## config.mk

```make
export PLATFORM = sky130hd
export DESIGN_NAME = ula_mux_flat
export DESIGN_NICKNAME = d
export VERILOG_FILES = /design/src/source/ula_pkg.sv /design/src/source/ula_unit_if.sv /design/src/source/ula_mux.sv /design/src/flat_wrapper.sv
export VERILOG_INCLUDE_DIRS = /design/src /design/src/include
export SDC_FILE = /design/constraint.sdc
export NUM_CORES = 1
export LEC_CHECK = 0
export ABC_CLOCK_PERIOD_IN_PS = 800
export BUFFER_PORTS_ARGS = -buffer_cell sky130_fd_sc_hd__buf_2
export CAP_MARGIN = 15
export CORE_AREA = 5 5 156 158
export CTS_CLUSTER_DIAMETER = 200
export DETAILED_ROUTE_END_ITERATION = 7
export DIE_AREA = 0 0 161 163
export PLACE_DENSITY = 0.56
export SYNTH_ARGS = -nofsm -noshare
export SYNTH_HDL_FRONTEND = slang
export SYNTH_SLANG_ARGS = --single-unit
export TNS_END_PERCENT = 1
```

## constraint.sdc

```tcl
create_clock -name clk -period 0.8 [get_ports clk]
set_input_delay 0.08 -clock clk [delete_from_list [all_inputs] [get_ports clk]]
set_output_delay 0.08 -clock clk [all_outputs]
set_load 0.01 [all_outputs]
```

## src/include/ula_settings.svh

```systemverilog
// Word, float field and opcode widths of the ULA
// Included by the package and by every RTL file that sizes a vector

`ifndef ULA_SETTINGS_SVH
`define ULA_SETTINGS_SVH

// Integer word
`define ULA_NUBITS 32

// Float fields of one word
`define ULA_NBMANT 23  // Magnitude mantissa, no hidden bit
`define ULA_NBEXPO 8   // Two's complement exponent

// Opcode
`define ULA_NBOPCO 6

// Exponent of float zero, -128
`define ULA_EXPZERO {1'b1, {(`ULA_NBEXPO-1){1'b0}}}

`endif

```

## src/source/ula_pkg.sv

```systemverilog
// Shared types of the ULA datapath
// Opcode enum with the accumulator machine numbering, word and float field types

`default_nettype none

`include "ula_settings.svh"

package ula_pkg;

	// ************************************************************
	// Opcodes
	// ************************************************************

	typedef enum logic [`ULA_NBOPCO-1:0] {
		NOP   = 6'd0,   // Pass accumulator
		LOD   = 6'd1,   // Pass memory operand
		ADD   = 6'd2,
		F_ADD = 6'd3,
		MLT   = 6'd4,
		F_MLT = 6'd5,
		DIV   = 6'd6,
		MOD   = 6'd8,
		SGN   = 6'd9,   // Sign of in1 onto in2
		F_SGN = 6'd10,
		NEG   = 6'd11,
		F_NEG = 6'd13,
		ABS   = 6'd15,
		F_ABS = 6'd17,
		PST   = 6'd19,  // Zero if negative
		F_PST = 6'd21,
		AND   = 6'd29,
		ORR   = 6'd30,
		XOR   = 6'd31,
		INV   = 6'd32,
		LAN   = 6'd34,  // Logical and
		LOR   = 6'd35,  // Logical or
		LIN   = 6'd36,  // Logical not
		LES   = 6'd38,
		F_LES = 6'd39,
		GRE   = 6'd40,
		F_GRE = 6'd41,
		EQU   = 6'd42,
		SHL   = 6'd43,
		SHR   = 6'd44,
		SRS   = 6'd45   // Arithmetic right shift
	} ula_op_t;

	// ************************************************************
	// Data types
	// ************************************************************

	typedef logic signed [`ULA_NUBITS-1:0] ula_word_t;  // Operand or result
	typedef logic signed [`ULA_NBEXPO-1:0] ula_exp_t;   // Float exponent
	typedef logic signed [`ULA_NBMANT:0]   ula_sman_t;  // Mantissa with sign after alignment

endpackage

`default_nettype wire

```

## src/source/ula_unit_if.sv

```systemverilog
// Link between the result selector and one execution unit
// The selector drives opcode and operands, the unit answers with its result

`timescale 1ns/10ps
`default_nettype none

interface ula_unit_if;
	import ula_pkg::*;

	ula_op_t   op;      // Decoded opcode
	ula_word_t in1;     // Memory operand
	ula_word_t in2;     // Accumulator operand
	ula_word_t result;  // Combinational unit result

	// Execution unit side
	modport unit (input op, in1, in2, output result);

	// Selector side
	modport sel (output op, in1, in2, input result);

endinterface

`default_nettype wire

```

## src/source/ula_mux.sv

```systemverilog
// Result selector and output register of the ULA
// Fans the opcode and operands out to the three units and registers the chosen result

`timescale 1ns/10ps
`default_nettype none

`include "ula_settings.svh"

module ula_mux (
	input  logic                   clk,
	input  logic                   arst_n,
	input  logic [`ULA_NBOPCO-1:0] op,         // Raw opcode
	input  ula_pkg::ula_word_t     in1,        // Memory operand
	input  ula_pkg::ula_word_t     in2,        // Accumulator operand
	ula_unit_if.sel                int_bus,
	ula_unit_if.sel                logic_bus,
	ula_unit_if.sel                float_bus,
	output ula_pkg::ula_word_t     out         // Registered result
);
	import ula_pkg::*;

	ula_op_t   op_e;   // Decoded opcode
	ula_word_t res;    // Next output value

	assign op_e = ula_op_t'(op);

	// Same opcode and operands to every unit
	assign int_bus.op    = op_e;
	assign int_bus.in1   = in1;
	assign int_bus.in2   = in2;
	assign logic_bus.op  = op_e;
	assign logic_bus.in1 = in1;
	assign logic_bus.in2 = in2;
	assign float_bus.op  = op_e;
	assign float_bus.in1 = in1;
	assign float_bus.in2 = in2;

	// ************************************************************
	// Group select
	// ************************************************************

	always_comb begin
		case (op_e)
			NOP: res = in2;
			LOD: res = in1;
			ADD, MLT, DIV, MOD, SGN, NEG, ABS, PST:
				res = int_bus.result;
			AND, ORR, XOR, INV, LAN, LOR, LIN, LES, GRE, EQU, SHL, SHR, SRS:
				res = logic_bus.result;
			F_ADD, F_MLT, F_SGN, F_NEG, F_ABS, F_PST, F_LES, F_GRE:
				res = float_bus.result;
			default: res = '0;   // Unused opcodes
		endcase
	end

	// One cycle of latency
	always_ff @(posedge clk or negedge arst_n) begin
		if (!arst_n)
			out <= '0;
		else
			out <= res;
	end

endmodule

`default_nettype wire

```

## src/flat_wrapper.sv

```systemverilog
// flat-port wrapper written by rule: the top's interface ports become plain ports
module ula_mux_flat import ula_pkg::*;
  (clk, arst_n, op, in1, in2, out, int_bus_op, int_bus_in1, int_bus_in2, int_bus_result, logic_bus_op, logic_bus_in1, logic_bus_in2, logic_bus_result, float_bus_op, float_bus_in1, float_bus_in2, float_bus_result);
  ula_unit_if int_bus_i ();
  ula_unit_if logic_bus_i ();
  ula_unit_if float_bus_i ();
  input  logic clk;
  input  logic arst_n;
  input  logic [`ULA_NBOPCO-1:0] op;
  input  ula_pkg::ula_word_t in1;
  input  ula_pkg::ula_word_t in2;
  output ula_pkg::ula_word_t out;
  output wire logic [$bits(int_bus_i.op)-1:0] int_bus_op;
  output wire logic [$bits(int_bus_i.in1)-1:0] int_bus_in1;
  output wire logic [$bits(int_bus_i.in2)-1:0] int_bus_in2;
  input wire logic [$bits(int_bus_i.result)-1:0] int_bus_result;
  output wire logic [$bits(logic_bus_i.op)-1:0] logic_bus_op;
  output wire logic [$bits(logic_bus_i.in1)-1:0] logic_bus_in1;
  output wire logic [$bits(logic_bus_i.in2)-1:0] logic_bus_in2;
  input wire logic [$bits(logic_bus_i.result)-1:0] logic_bus_result;
  output wire logic [$bits(float_bus_i.op)-1:0] float_bus_op;
  output wire logic [$bits(float_bus_i.in1)-1:0] float_bus_in1;
  output wire logic [$bits(float_bus_i.in2)-1:0] float_bus_in2;
  input wire logic [$bits(float_bus_i.result)-1:0] float_bus_result;
  assign int_bus_op = int_bus_i.op;
  assign int_bus_in1 = int_bus_i.in1;
  assign int_bus_in2 = int_bus_i.in2;
  assign int_bus_i.result = int_bus_result;
  assign logic_bus_op = logic_bus_i.op;
  assign logic_bus_in1 = logic_bus_i.in1;
  assign logic_bus_in2 = logic_bus_i.in2;
  assign logic_bus_i.result = logic_bus_result;
  assign float_bus_op = float_bus_i.op;
  assign float_bus_in1 = float_bus_i.in1;
  assign float_bus_in2 = float_bus_i.in2;
  assign float_bus_i.result = float_bus_result;
  ula_mux u_core (.clk(clk), .arst_n(arst_n), .op(op), .in1(in1), .in2(in2), .int_bus(int_bus_i), .logic_bus(logic_bus_i), .float_bus(float_bus_i), .out(out));
endmodule
```

Word-level counts from Yosys, hierarchy flattened
Index checks and enable logic that the tools add are counted.
{"block": "op_classes", "muxes": 1, "n_reduce_logical": 4, "eq_ne": 30}
{"op": "$pmux W32 S5", "count": 1}
{"op": "$eq A6 B6 Y1 const B", "count": 12}
{"op": "$eq A6 B4 Y1 const B", "count": 6}
{"op": "$eq A6 B5 Y1 const B", "count": 6}
{"op": "$eq A6 B3 Y1 const B", "count": 3}
{"op": "$reduce_or A8 Y1", "count": 2}
{"op": "$reduce_or A13 Y1", "count": 1}
{"op": "$eq A6 B2 Y1 const B", "count": 2}
{"op": "$eq A6 B1 Y1 const B", "count": 1}
{"op": "$logic_not A6 Y1", "count": 1}
{"block": "word_totals", "out_inout_bits": 242, "register_bits": 32, "input_bits": 168, "word_cells": 36}

Logic depth before layout (Yosys ltp)
Gate-level depths: netlist of the first run.
{"block": "depth", "ltp_word": 3, "mapped_depth": 7, "ltp_nobuf": 5}

Worst setup path before layout of the first run
OpenSTA, ideal clock, no wires.
{"block": "synth_path", "path_type": "input to register", "startpoint": "input port op[5]", "endpoint": "register u_core.out[0]", "t_arrival_ps": 1580, "cell_stages": 6, "setup_slack_ps": -906, "setup_ps": 126, "n_path_buf": 2, "required_ps": 674, "cell_sequence": "clkbuf_1 > mux4_2 > a22oi_2 > o21ai_2 > buf_6 > a221o_1"}
{"block": "synth_between", "elab_chain_cells": 3, "word_cells_on_any_way": 35, "cone_classes": "30 x eq/ne; 1 x mux; 4 x reduce/logical"}
{"element": "from (decl)", "line": "flat_wrapper.sv:9", "text": "input logic [`ULA_NBOPCO-1:0] op;"}
{"element": "$eq A6 B5 Y1, or another cell as far along", "line": "ula_mux.sv:43", "text": "case (op_e)"}
{"element": "$reduce_or A13 Y1 / $reduce_or A8 Y1 (equally long branches)", "line": "ula_mux.sv:43"}
{"element": "$pmux W32 S5 (*)", "line": "ula_mux.sv:43"}
{"element": "via u_core.res[0]", "line": "ula_mux.sv:23", "text": "ula_word_t res;"}
{"element": "to (signal assigned)", "line": "ula_mux.sv:61", "text": "out <= res;"}
{"element": "to (decl)", "line": "ula_mux.sv:18", "text": "output ula_pkg::ula_word_t out"}
Mark *: on every way through the listed nets, which the timed path passes. The rest lies on a longest branch.

Final worst setup path of the first run
{"block": "layout_path", "startpoint": "input port op[2]", "endpoint": "register u_core.out[28]"}
The elaborated chain is that of the path after synthesis.

==> results.cfg, run 1 <==
[power_and_ir_drop]
worst_ir_drop_vdd_mv = 0.7398
power_frac_seq = 0.274
p_comb_frac = 0.428
clkPwrFrac = 0.298
intPower_mw = 4.516
p_leak_nw = 2.970
power_switching_mw = 2.284
power_density_nw_per_um2 = 1283
switching_share = 0.3359

[routing]
drc = 0
vias = 3540
drt_wl_total_um = 15860
drt-initial-drc-count = 120
avgRoutedWirePerCell_um = 17.02
via_per_inst = 3.798
firstDrtPassIters = 4
ant_nets = 0

[synth]
yosysUniqueCellTypes = 25
post_synth.cell_area_avg_um2 = 9.350
ys_seq_elements = 32
synthCells = 385
ys_warn_count = 0
syn_nets = 553
seq_area_frac_synth = 0.2225
mappedNetlistArea_um2 = 3600

[sta]
min_period_ps = 1416
fmaxAchievable_mhz = 706.1
slew_viol_final = 0
holdWs_ps = 21.11
worst_pin_slew_ps = 630.4
worst_slack_ps = -616.3
maxSlewHeadroom = 0.5787
post-route-period-util = 1.770
setup_viol = 67
rsz0062_at_grt = true
finalHoldViolCount = 0

[cells_and_area]
syn_to_final_growth_pct = 47.20
final_cells = 932
reg_top3 = u_core.out (32)
multi_input_area_um2 = 1149
regArea_um2 = 800.8
largest_register_ffs = 32
utilization = 0.2306
largest_register = u_core.out
fill_cells = 2572
diodes = 0
num-nets-final = 809
drive_above_1_share = 0.7632

[placement]
dp_cells = 920
post-dp-hpwl_um = 13080
place_congestion = 0.8354
place.port_buffers = 409

[cts]
clockBufferDepth = 2
clock-sinks = 32
cts_tree = yes
cts_root_buf = clkbuf_16
cts_buffers = 5
cts.clk_slew.worst_paths_ps = 60
htreeDepth = 2

[die]
io_pins = 410
row_count = 56
start_util = 0.1566
coreArea_um2 = 22980
fp.dieW_um = 161
chipHeight_um = 163
dieArea_um2 = 26240

[setup_path]
worstPathArrival_ps = 1580
path_max_fanout = 17
critical_path_class = input pin to register
worstSetupEndpointType = register
startpoint_type = input pin
cp.required_ps = 960

[global_routing]
grt_max_degree = 33
grt_overflow = 0
grt_usage = 0.1095
antenna_found_initial = 0
grt_pass1_wl_um = 21560
grt_pass1_vias = 3456

[outcome]
violations = negative setup slack
status = finished with violations

[worst_hold_path]
worstHoldPathType = input pin to register

[job]
drv_cap = 0
area by class of cell:
class,count,share of cell area
inverters,3,0.002125
repair buffers,478,0.5339
clock buffers,8,0.02763
flip-flops and latches,32,0.1511
multi-input cells,121,0.2168
well taps,290,0.06848
kinds of logic (layout without fill, tap and decap cells):
| group | after synthesis | after routing | share of synthesized area |
|---|---|---|---|
| AND/OR/NAND/NOR | 12 | 13 | 0.01807 |
| AO/OA/AOI/OAI | 73 | 73 | 0.1860 |
| buffers and inverters | 233 | 489 | 0.4731 |
| XOR/XNOR | 1 | 1 | 0.002434 |
| multiplexers | 34 | 34 | 0.09802 |
| flip-flops | 32 | 32 | 0.2225 |
cell usage after synthesis:
master     number  area share
xnor2_1         1      0.0024
a22oi_2         1      0.0035
nor2b_1         2      0.0035
o21ai_2         1      0.0024
buf_4         210        0.44
a22oi_1         1      0.0021
buf_2           2      0.0028
o32ai_1         1      0.0024
clkbuf_1       13       0.014
o22a_1          1      0.0024
nor2_1          3      0.0031
o2bb2ai_1      32       0.078
nand2_1         2      0.0021
dfrtp_1        32        0.22
o21a_1          1      0.0021
inv_1           3      0.0031
buf_6           5       0.016
and4b_1         1      0.0028
mux2i_1        33       0.092
a221o_1        32       0.089
mux4_2          1      0.0063
nor3_1          2      0.0028
a21oi_1         3      0.0042
nand3_1         1      0.0014
nor4b_1         1      0.0024
through the flow:
step	power [mW]	setup TNS (ps)	instance area, um^2	setup slack (ps)
after CTS	6.960	-22250	5240	-629.2
after detailed placement	4.665	-34610	4955	-1095
after global placement	4.641	-33530	4955	-1042
after global routing	7.243	-23050	5299	-635.1
final	6.800	-20870	5299	-616.3
after floorplan	3.611	-25530	3608	-806.0
layout by cell type, fill, tap and decap left out:
master,count
clkbuf_16,5
inv_1,3
nor3_1,2
clkbuf_8,1
clkbuf_1,2
xnor2_1,1
nor2b_4,1
o21ai_4,1
dfrtp_1,32
buf_12,10
nand3_1,1
nor2_4,2
a21oi_1,3
o21a_1,1
o22a_1,1
nor4b_1,1
mux2i_1,33
o32ai_4,1
buf_2,389
a221o_1,32
buf_6,19
nor2b_1,1
dlygate4sd3_1,1
buf_4,57
buf_8,2
and4b_1,1
o2bb2ai_1,32
nand2_1,2
nor2_1,2
mux4_2,1
a22oi_2,1
a22oi_1,1
power groups by stage:
stage | logic, mW | clock network, mW | registers (mW)
after global routing | 3.13 | 2.23 | 1.89
after CTS | 2.91 | 2.18 | 1.86
after detailed placement | 2.79 | 0 | 1.88
after floorplan | 1.65 | 0 | 1.97
final | 2.91 | 2.03 | 1.87
after global placement | 2.76 | 0 | 1.88
final timing paths:
path,start,end,slack (ps),cells past startpoint
worst min-delay path,int_bus_result[21],u_core.out[21],20,2
worst max-delay path,op[2],u_core.out[28],-620,7
max in group asynchronous,arst_n,u_core.out[9],310,3
min in group asynchronous,arst_n,u_core.out[31],300,3
critical path: stages:
cell and delay (ps):
buf_8 110, nor2b_4 120, mux4_2 470, a22oi_2 220
o21ai_4 100, buf_12 160, a221o_1 310
repair_timing:
item	4_1_cts	5_1_grt
endpoints found under the setup margin	67	67
hold buffers	1	0
hold endpoints to repair	32	0
pin swaps	4	3
gates cloned	1	0
buffers inserted	0	2
resized for setup	25	6
routing by layer:
layer / GRT usage / wire length (um) / vias to the layer above
met5: 0 / 0 / -
met4: 0.03180 / 206 / 0
met3: 0.02303 / 1263 / 9
met2: 0.1922 / 8001 / 219
met1: 0.1355 / 6389 / 1646
li1: - / - / 1666
(Power assumes the default switching activity.)
==> run 2: changes to the inputs <==
- ABC_CLOCK_PERIOD_IN_PS: 800 -> 1600
- CORE_AREA: 5 5 156 158 -> 5 5 155 157
- DIE_AREA: 0 0 161 163 -> 0 0 160 162
- PLACE_DENSITY: 0.56 -> 0.54
- clock period: 0.8 -> 1.6 ns (I/O delays scaled with it)
==> results.cfg, run 2 (synthesized netlist as in run 1, its figures left out) <==
[cells_and_area]
design_area_um2 = 4781
largest_register = u_core.out
most-common-layout-cells = buf_2 (406), mux2i_1 (33), o2bb2ai_1 (32), a221o_1 (32), dfrtp_1 (32)
reg_top3 = u_core.out (32)
fill_cells = 2489
diodes = 0
utilization = 0.2138
final_common_cell = buf_2
syn_to_final_growth_pct = 32.81
largest_register_ffs = 32
drive_above_1_share = 0.7479
num-nets-final = 762

[routing]
drt-initial-drc-count = 124
drt_wl_total_um = 15000
ant_nets = 0
vias = 3371
avgRoutedWirePerCell_um = 17.05
drc = 0
firstDrtPassIters = 4
via_per_inst = 3.831

[job]
drv_cap = 0

[cts]
clockBufferDepth = 2
cts_buffers = 5
htreeDepth = 2
cts.clk_slew.worst_paths_ps = 60
clock-sinks = 32
cts_tree = yes
cts_root_buf = clkbuf_16

[global_routing]
grt_pass1_wl_um = 20870
grt_overflow = 0
grt_usage = 0.1037
grt_pass1_vias = 3548
antenna_found_initial = 0
grt_max_degree = 33

[die]
start_util = 0.1610
coreArea_um2 = 22370
row_count = 55
fp.dieW_um = 160
io_pins = 410
chipHeight_um = 162
dieArea_um2 = 25920

[placement]
post-dp-hpwl_um = 12210
dpl_cell_area_um2 = 4568
place_congestion = 0.8179
place.port_buffers = 409

[sta]
setup_viol = 0
min_period_ps = 1567
worst_pin_slew_ps = 639.7
maxSlewHeadroom = 0.5725
post-route-period-util = 0.9792
fmaxAchievable_mhz = 638.3
rsz0062_at_grt = true
slew_viol_final = 0
finalHoldViolCount = 0
final.setup.tns_ps = 0

[setup_path]
worstPathArrival_ps = 1730
critical_path_class = input pin to register
worstSetupEndpointType = register
startpoint_type = input pin
startpoint = op[2]
path_max_fanout = 14
crit_end = u_core.out[0]
cp.required_ps = 1760

[outcome]
status = completed

[power_and_ir_drop]
worst_ir_drop_vdd_mv = 0.2729
p_leak_nw = 2.703
power_density_nw_per_um2 = 700.7
total_power_mw = 3.350

[worst_hold_path]
worstHoldPathType = input pin to register
## run 2: changes by cell type in the layout (fill, tap and decap cells not counted), moves of 2 or more
cell | before | now
buf_12 | 10 | 6
buf_2 | 389 | 406
buf_4 | 57 | 18
buf_6 | 19 | 0
buf_8 | 2 | 0
## run 2: per-layer routing
metal	routed length, um	vias up	track usage
met5	0	-	0
met4	165	0	0.02386
met3	1495	11	0.03502
met2	7741	234	0.1898
met1	5602	1553	0.1165
li1	-	1573	-
## run 2: power by group
part / switching, mW / internal [mW]
clock: 0.403 / 0.734
sequential: 0.0239 / 0.896
combinational: 0.692 / 0.602
## run 2: layout make-up
| cell class | count | area, um^2 | share of cell area |
|---|---|---|---|
| timing repair buffer | 431 | 2297 | 0.4805 |
| multi-input combinational | 121 | 1151 | 0.2408 |
| sequential | 32 | 800.8 | 0.1675 |
| tap | 285 | 356.6 | 0.07459 |
| clock buffer | 6 | 128.9 | 0.02696 |
| clock inverter | 2 | 35.03 | 0.007328 |
| inverter | 3 | 11.26 | 0.002355 |
## run 2: worst min path at each step
stage / start / cells past startpoint / slack (ps) / end
finish: float_bus_result[17] / 2 / 100 / u_core.out[17]
global route: int_bus_result[19] / 2 / 80 / u_core.out[19]
CTS: float_bus_result[27] / 2 / 80 / u_core.out[27]
detailed placement: arst_n / 2 / 260 / u_core.out[2]
global placement: arst_n / 2 / 250 / u_core.out[2]
floorplan: arst_n / 0 / -140 / u_core.out[0]
## run 2: metrics by stage
step                      worst slack (ps)  std cells  hold slack [ps]
after CTS                           -51.04        878            80.71
after global routing                -10.35        880            83.40
after detailed placement            -409.2        869            255.3
final                                33.23        880            95.65
after floorplan                     -86.03        385           -135.6
after global placement              -366.8        869            248.5
## run 2: what timing repair did
item                                   in CTS  in global routing
gates resized for setup                     3                  1
pin swaps                                  10                  2
cloned                                      0                  1
hold buffers                                1                  0
endpoints found under the hold margin      32                  0
setup endpoints to repair                  32                 32
setup buffers                               0                  1
## run 2: critical path: stages
cell,delay [ps]
buf_4,140
nor2b_4,130
mux4_2,490
a22oi_2,220
o21ai_4,110
buf_12,170
a221o_1,310
==> run 3: changes to the inputs <==
- ABC_CLOCK_PERIOD_IN_PS: 1600 -> 1400
- CAP_MARGIN: 15 -> unset
- CORE_AREA: 5 5 155 157 -> 5 5 156 158
- DIE_AREA: 0 0 160 162 -> 0 0 161 163
- PLACE_DENSITY: 0.54 -> 0.56
- clock period: 1.6 -> 1.4 ns (I/O delays scaled with it)
==> results.cfg, run 3 (synthesized netlist as in run 1, its figures left out) <==
[outcome]
status = finished with violations
violations = negative setup slack

[sta]
rsz0062_at_grt = true
worst_pin_slew_ps = 630.2
worst_slack_ps = -82.39
finalHoldViolCount = 0
maxSlewHeadroom = 0.5789
fmaxAchievable_mhz = 674.6
slew_viol_final = 0
setup_viol = 32
min_period_ps = 1482
post-route-period-util = 1.059

[setup_path]
worstPathArrival_ps = 1650
startpoint_type = input pin
worstSetupEndpointType = register
startpoint = op[2]
critical_path_class = input pin to register
crit_end = u_core.out[12]
cp.required_ps = 1560
path_max_fanout = 17

[routing]
via_per_inst = 3.758
ant_nets = 0
drt_wl_total_um = 15180
avgRoutedWirePerCell_um = 17.08
drt-initial-drc-count = 144
vias = 3341
drc = 0
firstDrtPassIters = 4

[global_routing]
grt_pass1_wl_um = 20240
antenna_found_initial = 0
grt_overflow = 0
grt_usage = 0.1035
grt_max_degree = 21
grt_pass1_vias = 3187

[placement]
post-dp-hpwl_um = 12720
place.port_buffers = 409
place_congestion = 0.7835
dpl_cell_area_um2 = 4622
dp_cells = 879

[die]
coreArea_um2 = 22980
row_count = 56
io_pins = 410
start_util = 0.1566
chipHeight_um = 163
dieArea_um2 = 26240
fp.dieW_um = 161

[cells_and_area]
largest_register_ffs = 32
fill_cells = 2581
diodes = 0
drive_above_1_share = 0.7496
num-nets-final = 766
design_area_um2 = 4822
most-common-layout-cells = buf_2 (407), mux2i_1 (33), o2bb2ai_1 (32), a221o_1 (32), dfrtp_1 (32)
syn_to_final_growth_pct = 33.96
largest_register = u_core.out
final_cells = 889
reg_top3 = u_core.out (32)
final_common_cell = buf_2

[power_and_ir_drop]
clkPwrFrac = 0.312
worst_ir_drop_vdd_mv = 0.3309
power_density_nw_per_um2 = 767.6
p_comb_frac = 0.402
power_frac_seq = 0.286
switching_share = 0.3450
power_switching_mw = 1.277
intPower_mw = 2.424
p_leak_nw = 2.725

[cts]
htreeDepth = 2
cts_tree = yes
cts_buffers = 5
cts.clk_slew.worst_paths_ps = 60
clock-sinks = 32
cts_root_buf = clkbuf_16
clockBufferDepth = 2

[worst_hold_path]
worstHoldPathType = input pin to register

[job]
drv_cap = 0
run 3: final cells by class:
class / count / area [um^2] / share of cell area
inverter: 3 / 11.26 / 0.002335
clock inverter: 2 / 10.01 / 0.002076
sequential: 32 / 800.8 / 0.1661
clock buffer: 6 / 138.9 / 0.02880
multi-input combinational: 121 / 1149 / 0.2382
tap: 290 / 362.8 / 0.07525
timing repair buffer: 435 / 2350 / 0.4873
run 3: critical path: stages:
cell,delay [ps]
buf_12,110
nor2b_4,120
mux4_2,470
a22oi_2,230
o21ai_4,100
buf_12,160
a221o_1,310
run 3: power groups by stage:
stage | clock network (mW) | logic (mW) | registers, mW
global placement | 0 | 1.48 | 1.08
detailed placement | 0 | 1.49 | 1.08
CTS | 1.22 | 1.52 | 1.06
finish | 1.16 | 1.49 | 1.06
floorplan | 0 | 0.940 | 1.12
global route | 1.27 | 1.61 | 1.07
run 3: worst min path at each step:
stage                                    from             end  slack (ps)  depth (start not counted)
after floorplan                        arst_n   u_core.out[0]        -160                          0
after global placement                 arst_n  u_core.out[25]         140                          1
after detailed placement               arst_n  u_core.out[25]         140                          1
after CTS                 float_bus_result[3]   u_core.out[3]          60                          2
after global routing      float_bus_result[1]   u_core.out[1]          70                          2
final                     float_bus_result[3]   u_core.out[3]          80                          2
run 3: timing repair:
item / in CTS / in global routing
setup buffers: 0 / 0
gates cloned: 1 / 0
hold buffers: 1 / 0
endpoints found under the setup margin: 32 / 32
pin swaps: 4 / 1
endpoints found under the hold margin: 15 / 0
resized for setup: 9 / 0
run 3: routing by layer:
layer	vias up	wire length, um	track usage
met5	-	0	0
met4	0	140	0.02443
met3	7	1415	0.02455
met2	225	7753	0.1859
met1	1541	5870	0.1252
li1	1568	-	-
run 3: stage by stage:
step	util	power [mW]	worst slack, ps	hold slack, ps	setup TNS, ps
final	0.2098	3.701	-82.39	81.17	-1646
after global routing	0.2098	3.945	-131.1	66.18	-3318
after CTS	0.2098	3.801	-90.58	62.99	-2174
after detailed placement	0.2011	2.566	-557.1	144.6	-17150
after global placement	0.2011	2.554	-517.0	137.0	-16420
after floorplan	-	2.064	-266.0	-155.6	-8252
